===== src/hdl/lsq_settings.svh =====
/*
 * Load/store queue settings
 * Widths of data, addresses and tags, and the queue depths
 */
`ifndef LSQ_SETTINGS_SVH
`define LSQ_SETTINGS_SVH

// Datapath
`define LSQ_DATA_WIDTH 32
`define LSQ_ADDR_WIDTH 16

// Queue depths, store queue kept a power of two
`define LSQ_LQ_DEPTH 4
`define LSQ_SQ_DEPTH 4

// Tags from rename
`define LSQ_ROB_TAG_WIDTH 5
`define LSQ_PRF_TAG_WIDTH 6

`endif


===== src/hdl/lsq_core_pkg.sv =====
/*
 * Load/store queue core types
 * Operations, tags, dispatch bundle, result bus and memory requests
 */
`default_nettype none
`include "lsq_settings.svh"

package lsq_core_pkg;

	typedef logic [`LSQ_DATA_WIDTH-1:0]    data_t;
	typedef logic [`LSQ_ADDR_WIDTH-1:0]    addr_t;
	typedef logic [`LSQ_ROB_TAG_WIDTH-1:0] rob_tag_t;
	typedef logic [`LSQ_PRF_TAG_WIDTH-1:0] prf_tag_t;
	typedef logic [$clog2(`LSQ_SQ_DEPTH):0] sq_ptr_t;  // Index with wrap bit on top

	typedef enum logic [1:0] {
		op_none,
		op_load,
		op_store,
		op_lda     // Address only, no memory access
	} lsq_op_t;

	typedef struct packed {
		logic     valid;
		lsq_op_t  op;
		addr_t    base;
		addr_t    offset;
		data_t    store_data;
		rob_tag_t rob_tag;
		prf_tag_t dest_tag;
	} dispatch_t;

	typedef struct packed {
		logic     valid;
		rob_tag_t rob_tag;
		prf_tag_t dest_tag;
		data_t    value;
	} result_t;

	typedef struct packed {
		logic  valid;
		logic  write;
		addr_t addr;
		data_t wdata;
	} mem_req_t;

endpackage

`default_nettype wire


===== src/hdl/lsq_bus_pkg.sv =====
/*
 * APB bus types
 * Requester side signals, completer response and sequencer states
 */
`default_nettype none

package lsq_bus_pkg;

	typedef struct packed {
		logic                psel;
		logic                penable;
		logic                pwrite;
		lsq_core_pkg::addr_t paddr;
		lsq_core_pkg::data_t pwdata;
	} apb_req_t;

	typedef struct packed {
		logic                pready;
		lsq_core_pkg::data_t prdata;
	} apb_rsp_t;

	typedef enum logic [1:0] {
		apb_idle,
		apb_setup,
		apb_access
	} apb_state_t;

endpackage

`default_nettype wire


===== src/hdl/sq_pointers.sv =====
/*
 * Store queue pointers
 * Head, commit and tail with wrap bits, full and committed flags
 */
`timescale 1ns/1ps
`default_nettype none

module sq_pointers (
	input  logic                  clock,
	input  logic                  reset,
	input  logic                  push,
	input  logic                  commit_store,
	input  logic                  write_done,
	input  logic                  flush,
	output lsq_core_pkg::sq_ptr_t head,
	output lsq_core_pkg::sq_ptr_t commit_ptr,
	output lsq_core_pkg::sq_ptr_t tail,
	output logic                  sq_full,
	output logic                  has_committed
);
	localparam int IDX_W = $bits(lsq_core_pkg::sq_ptr_t) - 1;

	lsq_core_pkg::sq_ptr_t commit_next;

	assign commit_next = commit_ptr + lsq_core_pkg::sq_ptr_t'(commit_store);

	always_ff @(posedge clock) begin
		if (reset) begin
			head       <= '0;
			commit_ptr <= '0;
			tail       <= '0;
		end else begin
			head       <= head + lsq_core_pkg::sq_ptr_t'(write_done);  // One write retired
			commit_ptr <= commit_next;
			if (flush)
				tail <= commit_next;  // Uncommitted stores dropped
			else
				tail <= tail + lsq_core_pkg::sq_ptr_t'(push);
		end
	end

	// Same slot, opposite lap
	assign sq_full = (tail[IDX_W] != head[IDX_W]) && (tail[IDX_W-1:0] == head[IDX_W-1:0]);
	assign has_committed = (commit_ptr != head);

endmodule

`default_nettype wire


===== src/hdl/store_queue.sv =====
/*
 * Store queue
 * Holds store address and data in order, offers the head entry
 * as a memory write once it has been committed
 */
`timescale 1ns/1ps
`default_nettype none

module store_queue (
	input  logic                    clock,
	input  logic                    reset,
	input  lsq_core_pkg::dispatch_t dispatch,
	input  lsq_core_pkg::addr_t     addr,
	input  lsq_core_pkg::sq_ptr_t   head,
	input  lsq_core_pkg::sq_ptr_t   tail,
	input  logic                    has_committed,
	output lsq_core_pkg::mem_req_t  write_req
);
	localparam int IDX_W = $bits(lsq_core_pkg::sq_ptr_t) - 1;
	localparam int DEPTH = 1 << IDX_W;

	lsq_core_pkg::addr_t   entry_addr [DEPTH];
	lsq_core_pkg::data_t   entry_data [DEPTH];
	logic [DEPTH-1:0]      entry_valid;
	lsq_core_pkg::sq_ptr_t head_q;      // Head one cycle back
	logic [IDX_W-1:0]      tail_idx;
	logic [IDX_W-1:0]      head_idx;
	logic                  push;

	assign push     = dispatch.valid && (dispatch.op == lsq_core_pkg::op_store);
	assign tail_idx = tail[IDX_W-1:0];
	assign head_idx = head[IDX_W-1:0];

	always_ff @(posedge clock) begin
		if (push) begin
			entry_addr[tail_idx] <= addr;
			entry_data[tail_idx] <= dispatch.store_data;
		end
	end

	//////////////////////////////////////////////////
	// Entry occupancy
	//////////////////////////////////////////////////
	always_ff @(posedge clock) begin
		if (reset) begin
			entry_valid <= '0;
			head_q      <= '0;
		end else begin
			head_q <= head;
			if (head != head_q)
				entry_valid[head_q[IDX_W-1:0]] <= 1'b0;  // Slot written out
			if (push)
				entry_valid[tail_idx] <= 1'b1;  // Refill wins over a retire
		end
	end

	// Oldest committed store
	always_comb begin
		write_req.valid = has_committed && entry_valid[head_idx];
		write_req.write = 1'b1;
		write_req.addr  = entry_addr[head_idx];
		write_req.wdata = entry_data[head_idx];
	end

endmodule

`default_nettype wire


===== src/hdl/load_queue.sv =====
/*
 * Load queue
 * Load entries wait for older stores, issue reads in index order,
 * keep returned data and drive the registered result bus
 */
`timescale 1ns/1ps
`default_nettype none
`include "lsq_settings.svh"

module load_queue (
	input  logic                    clock,
	input  logic                    reset,
	input  lsq_core_pkg::dispatch_t dispatch,
	input  lsq_core_pkg::addr_t     addr,
	input  lsq_core_pkg::sq_ptr_t   sq_tail,
	input  lsq_core_pkg::sq_ptr_t   sq_head,
	input  logic                    flush,
	input  logic                    grant,
	input  logic                    read_done,
	input  lsq_core_pkg::data_t     read_data,
	output lsq_core_pkg::mem_req_t  read_req,
	output logic                    lq_full,
	output lsq_core_pkg::result_t   result
);
	localparam int DEPTH = `LSQ_LQ_DEPTH;
	localparam int IDX_W = $clog2(DEPTH);

	logic [DEPTH-1:0]       valid;
	logic [DEPTH-1:0]       issued;
	logic [DEPTH-1:0]       has_data;
	lsq_core_pkg::addr_t    entry_addr [DEPTH];
	lsq_core_pkg::rob_tag_t entry_rob [DEPTH];
	lsq_core_pkg::prf_tag_t entry_dest [DEPTH];
	lsq_core_pkg::sq_ptr_t  entry_tail [DEPTH];  // Store tail seen at dispatch
	lsq_core_pkg::data_t    entry_data [DEPTH];
	logic [IDX_W-1:0] alloc_idx;
	logic [IDX_W-1:0] issue_idx;
	logic [IDX_W-1:0] ret_idx;
	logic [IDX_W-1:0] wait_idx;                  // Slot of the read in flight
	logic             issue_ok;
	logic             ret_ok;
	logic             ret_free;
	logic             wait_valid;
	logic             push;
	logic             lda;

	assign push     = dispatch.valid && (dispatch.op == lsq_core_pkg::op_load) && !flush;
	assign lda      = dispatch.valid && (dispatch.op == lsq_core_pkg::op_lda);
	assign ret_free = ret_ok && !lda && !flush;  // Load-address owns the bus first
	assign lq_full  = &valid;

	// Lowest index wins in each search
	always_comb begin
		alloc_idx = '0;
		issue_idx = '0;
		issue_ok  = 1'b0;
		ret_idx   = '0;
		ret_ok    = 1'b0;
		for (int i = DEPTH - 1; i >= 0; i--) begin
			if (!valid[i])
				alloc_idx = IDX_W'(i);
			if (valid[i] && !issued[i] && (entry_tail[i] == sq_head)) begin
				issue_idx = IDX_W'(i);  // All older stores written
				issue_ok  = 1'b1;
			end
			if (valid[i] && has_data[i]) begin
				ret_idx = IDX_W'(i);
				ret_ok  = 1'b1;
			end
		end
		read_req.valid = issue_ok;
		read_req.write = 1'b0;
		read_req.addr  = entry_addr[issue_idx];
		read_req.wdata = '0;
	end

	//////////////////////////////////////////////////
	// Entry control
	//////////////////////////////////////////////////
	always_ff @(posedge clock) begin
		if (reset) begin
			valid      <= '0;
			issued     <= '0;
			has_data   <= '0;
			wait_valid <= 1'b0;
			wait_idx   <= '0;
		end else begin
			if (grant) begin
				issued[issue_idx] <= 1'b1;
				wait_valid        <= 1'b1;
				wait_idx          <= issue_idx;
			end
			if (read_done && wait_valid) begin
				has_data[wait_idx] <= 1'b1;
				wait_valid         <= 1'b0;
			end
			if (ret_free)
				valid[ret_idx] <= 1'b0;
			if (push) begin
				valid[alloc_idx]    <= 1'b1;
				issued[alloc_idx]   <= 1'b0;
				has_data[alloc_idx] <= 1'b0;
			end
			if (flush) begin
				valid      <= '0;
				wait_valid <= 1'b0;  // Late read data gets dropped
			end
		end
	end

	always_ff @(posedge clock) begin
		if (push) begin
			entry_addr[alloc_idx] <= addr;
			entry_rob[alloc_idx]  <= dispatch.rob_tag;
			entry_dest[alloc_idx] <= dispatch.dest_tag;
			entry_tail[alloc_idx] <= sq_tail;
		end
		if (read_done && wait_valid)
			entry_data[wait_idx] <= read_data;
	end

	//////////////////////////////////////////////////
	// Result bus
	//////////////////////////////////////////////////
	always_ff @(posedge clock) begin
		if (reset)
			result.valid <= 1'b0;
		else
			result.valid <= lda || ret_free;
		if (lda) begin
			result.rob_tag  <= dispatch.rob_tag;
			result.dest_tag <= dispatch.dest_tag;
			result.value    <= lsq_core_pkg::data_t'(addr);  // Effective address
		end else begin
			result.rob_tag  <= entry_rob[ret_idx];
			result.dest_tag <= entry_dest[ret_idx];
			result.value    <= entry_data[ret_idx];
		end
	end

endmodule

`default_nettype wire


===== src/hdl/apb_sequencer.sv =====
/*
 * APB access sequencer
 * Picks a committed store write over a load read, runs setup and
 * access phases and reports completion
 */
`timescale 1ns/1ps
`default_nettype none

module apb_sequencer (
	input  logic                   clock,
	input  logic                   reset,
	input  lsq_core_pkg::mem_req_t write_req,
	input  lsq_core_pkg::mem_req_t read_req,
	input  lsq_bus_pkg::apb_rsp_t  apb_rsp,
	output lsq_bus_pkg::apb_req_t  apb_req,
	output logic                   write_done,
	output logic                   read_grant,
	output logic                   read_done,
	output lsq_core_pkg::data_t    read_data
);
	lsq_bus_pkg::apb_state_t state;
	lsq_core_pkg::mem_req_t  cur;   // Transfer held stable on the bus
	logic                    finish;

	assign read_grant = (state == lsq_bus_pkg::apb_idle) && !write_req.valid && read_req.valid;
	assign finish     = (state == lsq_bus_pkg::apb_access) && apb_rsp.pready;
	assign write_done = finish && cur.write;
	assign read_done  = finish && !cur.write;
	assign read_data  = apb_rsp.prdata;

	//////////////////////////////////////////////////
	// Phase FSM
	//////////////////////////////////////////////////
	always_ff @(posedge clock) begin
		if (reset) begin
			state <= lsq_bus_pkg::apb_idle;
		end else begin
			case (state)
				lsq_bus_pkg::apb_idle:
					if (write_req.valid || read_req.valid)
						state <= lsq_bus_pkg::apb_setup;
				lsq_bus_pkg::apb_setup:
					state <= lsq_bus_pkg::apb_access;
				lsq_bus_pkg::apb_access:
					if (apb_rsp.pready)
						state <= lsq_bus_pkg::apb_idle;  // Back to idle for one cycle
				default:
					state <= lsq_bus_pkg::apb_idle;
			endcase
		end
	end

	// Store first
	always_ff @(posedge clock) begin
		if (state == lsq_bus_pkg::apb_idle)
			cur <= write_req.valid ? write_req : read_req;
	end

	always_comb begin
		apb_req.psel    = cur.valid && (state != lsq_bus_pkg::apb_idle);
		apb_req.penable = (state == lsq_bus_pkg::apb_access);
		apb_req.pwrite  = cur.write;
		apb_req.paddr   = cur.addr;
		apb_req.pwdata  = cur.wdata;
	end

endmodule

`default_nettype wire


===== src/hdl/lsq_top.sv =====
/*
 * Load/store queue top
 * Address adder, store pointers, both queues and the APB sequencer
 */
`timescale 1ns/1ps
`default_nettype none

module lsq_top (
	input  logic                    clock,
	input  logic                    reset,
	input  lsq_core_pkg::dispatch_t dispatch,
	input  logic                    commit_store,
	input  logic                    flush,
	input  lsq_bus_pkg::apb_rsp_t   apb_rsp,
	output lsq_bus_pkg::apb_req_t   apb_req,
	output lsq_core_pkg::result_t   result,
	output logic                    lsq_full
);
	lsq_core_pkg::addr_t    addr;
	lsq_core_pkg::sq_ptr_t  sq_head;
	lsq_core_pkg::sq_ptr_t  sq_commit;  // Observed by the bound checker
	lsq_core_pkg::sq_ptr_t  sq_tail;
	lsq_core_pkg::mem_req_t write_req;
	lsq_core_pkg::mem_req_t read_req;
	lsq_core_pkg::data_t    read_data;
	logic sq_push;
	logic sq_full;
	logic sq_has_committed;
	logic lq_full;
	logic write_done;
	logic read_grant;
	logic read_done;

	assign addr     = dispatch.base + dispatch.offset;  // The one address adder
	assign sq_push  = dispatch.valid && (dispatch.op == lsq_core_pkg::op_store);
	assign lsq_full = lq_full || sq_full;

	sq_pointers u_sq_pointers (
		.clock, .reset,
		.push(sq_push), .commit_store, .write_done, .flush,
		.head(sq_head), .commit_ptr(sq_commit), .tail(sq_tail),
		.sq_full, .has_committed(sq_has_committed)
	);

	store_queue u_store_queue (
		.clock, .reset, .dispatch, .addr,
		.head(sq_head), .tail(sq_tail), .has_committed(sq_has_committed),
		.write_req
	);

	load_queue u_load_queue (
		.clock, .reset, .dispatch, .addr,
		.sq_tail, .sq_head, .flush,
		.grant(read_grant), .read_done, .read_data,
		.read_req, .lq_full, .result
	);

	apb_sequencer u_apb_sequencer (
		.clock, .reset, .write_req, .read_req, .apb_rsp, .apb_req,
		.write_done, .read_grant, .read_done, .read_data
	);

endmodule

`default_nettype wire


===== config.mk =====
export PLATFORM = sky130hd
export DESIGN_NAME = lsq_top
export DESIGN_NICKNAME = d
export VERILOG_FILES = /design/src/hdl/lsq_core_pkg.sv /design/src/hdl/lsq_bus_pkg.sv /design/src/hdl/sq_pointers.sv /design/src/hdl/store_queue.sv /design/src/hdl/load_queue.sv /design/src/hdl/apb_sequencer.sv /design/src/hdl/lsq_top.sv
export VERILOG_INCLUDE_DIRS = /design/src /design/src/hdl
export SDC_FILE = /design/constraint.sdc
export NUM_CORES = 1
export LEC_CHECK = 0
export BUFFER_PORTS_ARGS = -buffer_cell sky130_fd_sc_hd__buf_2
export CORE_MARGIN = 2
export CORE_UTILIZATION = 30
export DETAILED_ROUTE_END_ITERATION = 12
export GPL_TIMING_DRIVEN = 0
export SETUP_SLACK_MARGIN = 0.2
export SLEW_MARGIN = 0
export SYNTH_ARGS = -nofsm -noshare
export SYNTH_HDL_FRONTEND = slang
export SYNTH_HIERARCHICAL = 1
export SYNTH_SLANG_ARGS = --single-unit

===== constraint.sdc =====
create_clock -name clock -period 4.6 [get_ports clock]
set_clock_uncertainty 0.2 [all_clocks]
set_input_delay 1.38 -clock clock [delete_from_list [all_inputs] [get_ports clock]]
set_output_delay 1.38 -clock clock [all_outputs]
set_load 0.01 [all_outputs]

* Word-level counts from Yosys, hierarchy flattened
Memories as Yosys holds them, arrays and structs flattened. A register that Yosys moved wholly into a read port is not among the register bits.
Cells that the tools add are included.
Widths: inputs -> output; s select.
** Cells by class
- Add/subtract/negate cells :: 4
- Order comparisons :: 13
- Equal/unequal tests :: 15
- Muxes and demuxes :: 60
- Bitwise logic cells :: 11
- Reductions and logical operators :: 50
** Operators by type and width (number)
- $mux 49 :: 1
- $mux 4 :: 12
- $mux 43 :: 1
- $logic_and 1x1->1 :: 33
- $mux 2 :: 16
- $lt 2x3->1 const B :: 7
- $mux 1 :: 21
- $add 16x16->16 :: 1
- $and 4x4->4 :: 4
- $or 4x4->4 :: 4
- $demux 1 s2 :: 6
- $eq 3x3->1 :: 4
- $ge 2x1->1 const B :: 6
- $not 4->4 :: 3
- $add 3x1->3 :: 3
- $logic_not 1->1 :: 8
- $eq 2x2->1 const B :: 3
- $ne 3x3->1 :: 2
- $pmux 2 s3 :: 1
- $eq 2x1->1 const B :: 2
- $ne 2x2->1 const B :: 2
- $reduce_and 4->1 :: 1
- $logic_or 1x1->1 :: 3
- $mux 3 :: 1
- 8 further kinds :: 8
** Word-level totals
- Register bits after elaboration :: 127
- Memory bits (writable) :: 440
- Bits of input ports :: 115
- Output and inout bits :: 96
- Word-level logic and storage cells :: 180
- Memories kept :: 7
** Memory list
- u_load_queue.entry_data :: words 4, bits a word 32, rd ports 1, clocked after memory_dff 0, write ports 1, RTL line load_queue.sv:35 : lsq_core_pkg::data_t entry_data [DEPTH];
- u_store_queue.entry_data :: words 4, bits a word 32, rd ports 1, clocked after memory_dff 1, write ports 1, RTL line store_queue.sv:23 : lsq_core_pkg::data_t entry_data [DEPTH];
- u_load_queue.entry_addr :: words 4, bits a word 16, rd ports 1, clocked after memory_dff 0, write ports 1, RTL line load_queue.sv:31 : lsq_core_pkg::addr_t entry_addr [DEPTH];
- u_store_queue.entry_addr :: words 4, bits a word 16, rd ports 1, clocked after memory_dff 1, write ports 1, RTL line store_queue.sv:22 : lsq_core_pkg::addr_t entry_addr [DEPTH];
- u_load_queue.entry_dest :: words 4, bits a word 6, rd ports 1, clocked after memory_dff 0, write ports 1, RTL line load_queue.sv:33 : lsq_core_pkg::prf_tag_t entry_dest [DEPTH];
- u_load_queue.entry_rob :: words 4, bits a word 5, rd ports 1, clocked after memory_dff 0, write ports 1, RTL line load_queue.sv:32 : lsq_core_pkg::rob_tag_t entry_rob [DEPTH];
- 1 more memories

* Longest topological paths before layout
- Word-level depth :: 16
- Depth in mapped cells :: 12
- Mapped depth without buffers :: 9

* By module
Netlist, hierarchy kept.
** Modules (own cells, without submodules)
- load_queue :: times used 1, cells each 678, area each 10935.5 um^2, sequential area each 8628.3 um^2
- store_queue :: times used 1, cells each 296, area each 7350.8 um^2, sequential area each 5905.7 um^2
- apb_sequencer :: times used 1, cells each 199, area each 3080.5 um^2, sequential area each 1541.5 um^2
- lsq_top :: times used 1, cells each 107, area each 819.5 um^2, sequential area each 0.0 um^2
- sq_pointers :: times used 1, cells each 40, area each 435.4 um^2, sequential area each 180.2 um^2

* Least setup slack after synthesis
OpenSTA, ideal clock, no wires.
- Kind :: input to register
- Start :: input flush
- End :: memory u_load_queue/entry_addr[3][0] in the netlist's numbering, enable pin
- Library setup time :: 0.464 ns
- Data arrival time :: 4.143 ns
- Required time :: 3.936 ns
- Slack :: -0.207 ns
- Stages :: 4
- Buffers on the path :: 0
- Cells stage by stage :: nor2_1 -> nand3_1 -> or2_2 -> nor3_1
** On the way
- Cells in the longest elaborated chain, start to end :: 4
** RTL lines
- from (decl) :: RTL line lsq_top.sv:13 : input logic flush,
- $logic_not 1->1 :: RTL line load_queue.sv:47 : assign push = dispatch.valid && (dispatch.op == lsq_core_pkg::op_load) && !flush;
- $logic_and 1x1->1 :: RTL line load_queue.sv:47
- $mux 1 :: RTL line load_queue.sv:112 : if (push) begin
- $mux 1 (implied by the code) :: RTL line load_queue.sv:113 : entry_addr[alloc_idx] <= addr;
- to (decl) :: RTL line load_queue.sv:31
No other way between the ends.

* Worst setup path in the final report
- Start :: input dispatch[43] in the netlist's numbering
- End :: register u_load_queue/result[12] (netlist name)
** On the way
- Cells in the longest elaborated chain, start to end :: 2
** RTL lines
- from (decl) :: RTL line lsq_top.sv:11 : input lsq_core_pkg::dispatch_t dispatch,
- $add 16x16->16 :: RTL line lsq_top.sv:34 : assign addr = dispatch.base + dispatch.offset;
- net addr[12] :: RTL line lsq_top.sv:19 : lsq_core_pkg::addr_t addr;
- $mux 43 :: RTL line load_queue.sv:130 : if (lda) begin
The timed path passes the listed nets, and every way through them passes these cells.
A chain may end at the register's enable or synchronous reset.

==> key figures <==
Global route
  – First-pass GRT wire length: 76700 µm
  – Initial antenna violation count: 10
  – Vias in the first global route: 12607
  – Remaining Overflow, GRT: 0
  – Total track usage: 0.131
  – Largest net degree at the start of global routing: 49

Logic synthesis
  – Number of synthesized flops with an enable pin: 490
  – Share of the synthesized area in the top cell type: 0.650
  – Most frequent cell after synthesis: edfxtp_1
  – Synth area leaders: edfxtp_1 (65%), dfxtp_1 (6.8%), mux4_2 (4.9%)
  – Post-synthesis sequential area ratio: 0.719
  – Yosys reg bits: between 500 and 600
  – Synth async-reset ratio: 0
  – Avg Inst Size Synth: 17.1 µm²
  – Top_reg_cell synth: edfxtp_1
  – Post-Syn Instances: 1320
  – Synth Warn #: 6
  – Post-synth top area cell: edfxtp_1
  – Netlist cell types: 63
  – Most instantiated cells after synthesis: edfxtp_1 (490), buf_4 (119), a21oi_1 (93)
  – Post-synth design cell area: 0.0226 mm²

Worst hold path
  – Hold Crit Depth: 1
  – Worst Hold End: u_load_queue/wait_valid
  – HP Class: reg -> reg
  – Startpoint of the worst hold path: u_load_queue/wait_valid

Drt
  – Number of routed nets with antenna violations: 0
  – Routed len/inst: 19.7 µm
  – Vias/cell: 4.61
  – Vias after detailed routing: 12093
  – DR iter-0 viols: 866
  – DRC errors left: 0
  – Total routed wirelength: 51800 µm
  – Detailed Routing Iterations Pass 1: 8

Pwr
  – Power per cell area: just over 400 mW/mm²
  – Pleak: between 9 and 10 nW
  – VDD IR max: 0.000304 V

Die
  – DIE AREA: 0.0776 mm²
  – Rows: 100
  – Die Y: ~280 µm
  – Placeable core area: 0.0746 mm²
  – Die extent in x: roughly 280 µm
  – IO Count: 211
  – Starting Density: 0.303

STA
  – Worst-Margin Slew: 1.15 ns
  – Post-route clock period utilization: 0.815
  – Slew Viols, Final: 0
  – RSZ-0062 raised after global routing: no
  – Setup TNS: 0 ns
  – Final hold slack: 0.282 ns
  – Final hold vios: 0
  – Period minus WS final: 3.75 ns
  – Setup-failing EPs final: 0
  – Max Fclk: between 200 and 300 MHz
  – Rel. slew slack: 0.228

Clocking
  – Hold Buf Count CTS: 0
  – Num CTS Buffers: 57
  – Clk_lat worst skew: 0.62 ns
  – H-tree depth: 2
  – Num Clock Sinks: 567
  – CTS tree: done
  – Post-CTS Setup Bufs: 0
  – Root Buffer: clkbuf_16
  – Clk buf depth: 3
  – CTS resizes: 0
  – Worst-path clk slew: around 0.060 ns

Worst setup path
  – Crit Path Max Fanout: 9
  – R2R depth: 9
  – Crit Path Class: in -> reg
  – FF-to-FF Start: u_sq_pointers/head[1]
  – Required time worst endpoint: 4.94 ns
  – Critical R2R Capture: u_load_queue/issued[0]
  – Worst EP arrival: 4.08 ns
  – Setup slack, reg-to-reg: roughly 1.5 ns
  – Crit start category: primary input
  – Crit end category: flip-flop

Layout
  – Share of layout cells above drive strength 1: 0.344
  – Register area: 0.0163 mm²
  – Design area: between 0.02 and 0.03 mm²
  – Multi-input gate area: 0.00523 mm²
  – Final Net Count: 1747
  – Fill count: roughly 7000
  – Layout Area Growth over Synthesis: 20.2%

Placed design
  – HPWL Detailed: 35500 µm
  – DP Area: 0.0253 mm²
  – Routability Congestion: 0.801
  – Port bufs: between 150 and 200

Run status
  – Outcome: complete, no violations

Run
  – Max-cap viol count: 0
==> worst max-delay path: stages <==
cell and delay, ns:
buf_2 0.10, ha_1 0.25, fa_1 0.42, a21o_1 0.23, a31oi_1 0.33, o21ba_2 0.24
o21ai_1 0.09, xor2_1 0.63, nor2_1 0.19, a21oi_1 0.21
==> stage by stage <==
step	util	setup WS [ns]	power [mW]	instances
after floorplan	-	-0.173	6.27	1352
after global placement	0.333	-2.94	6.51	2499
after detailed placement	0.339	0.172	6.54	2520
after CTS	0.365	0.804	11.2	2625
after global routing	0.365	0.640	11.5	2625
final	0.365	0.852	11.1	2626
==> worst max-delay path by stage <==
stage | start | end | slack [ns] | cells past startpoint
3_5_place_dp | dispatch[43] | u_load_queue/result[12] | 0.17 | 10
5_1_grt | dispatch[43] | u_load_queue/result[12] | 0.64 | 10
3_3_place_gp | apb_rsp[32] | u_load_queue/entry_data[1][30] | -2.94 | 4
4_1_cts | dispatch[43] | u_load_queue/result[12] | 0.80 | 10
6_report | dispatch[43] | u_load_queue/result[12] | 0.85 | 10
2_1_floorplan | apb_rsp[32] | u_load_queue/entry_data[1][0] | -0.17 | 3
==> layout by cell type, fill, tap and decap left out, drive strengths merged, types with 3 or more instances in the layout <==
cell / instances
xor2: 18
nand2: 38
nand3: 11
clkinv: 14
ha: 21
and2: 3
nor4b: 3
conb: 34
a21o: 6
nor2b: 14
nand4: 6
inv: 7
bufinv: 6
o21ai: 27
xnor2: 17
nor3b: 4
edfxtp: 490
nor3: 18
and4: 4
nand2b: 5
buf: 348
o211ai: 6
dfxtp: 77
mux2: 49
nor4: 4
or2: 4
nor2: 52
clkbuf: 111
a31oi: 6
a222oi: 43
mux4: 49
mux2i: 4
a21oi: 95
clkinvlp: 4
a22oi: 35
o21a: 3
==> cell families (layout without fill, tap and decap cells) <==
| family | after synthesis | after routing | share of synthesized area |
|---|---|---|---|
| buf+inv | 186 | 490 | 0.0593 |
| compound gates | 231 | 231 | 0.0695 |
| simple gates | 175 | 175 | 0.0431 |
| fa+ha+maj | 22 | 22 | 0.0125 |
| xor+xnor | 35 | 35 | 0.0136 |
| mux | 102 | 102 | 0.0831 |
| other cells | 2 | 35 | 0.000332 |
| flops | 567 | 567 | 0.719 |
==> report_power, final <==
part	total [mW]	internal [mW]	switching (mW)
combinational	0.645	0.279	0.366
clock	4.67	2.74	1.93
sequential	5.77	5.74	0.0360
total	11.1	8.76	2.33
==> state kept, by name (all words and copies together) (netlist names) <==
register                   count
u_sq_pointers/commit_ptr       3
u_load_queue/entry_tail       12
u_sq_pointers/head             3
u_apb_sequencer/state          2
u_load_queue/wait_idx          2
u_load_queue/entry_data      128
u_store_queue/entry_addr      64
u_load_queue/entry_dest       24
u_apb_sequencer/apb_req       49
u_load_queue/entry_rob        20
u_load_queue/issued            4
u_load_queue/valid             4
u_load_queue/entry_addr       64
u_store_queue/entry_data     128
u_load_queue/result           44
u_load_queue/wait_valid        1
u_apb_sequencer/cur            1
u_store_queue/entry_valid      4
u_load_queue/has_data          4
u_store_queue/head_q           3
u_sq_pointers/tail             3
==> area by class of cell <==
class	count	share of cell area
tap	969	0.0446
sequential	567	0.598
multi-input combinational	599	0.192
clock buffer	80	0.0582
antenna	1	0.0000920
buffer	180	0.0485
timing repair buffer	199	0.0458
clock inverter	25	0.0121
inverter	6	0.000828
==> layer usage <==
layer | up-vias | global-route usage | share of wire
li1 | 5614 | - | -
met1 | 6029 | 0.167 | 0.43
met2 | 350 | 0.223 | 0.49
met3 | 88 | 0.0300 | 0.060
met4 | 12 | 0.0336 | 0.020
met5 | - | 0 | 0.0013
(Power assumes the default switching activity.)
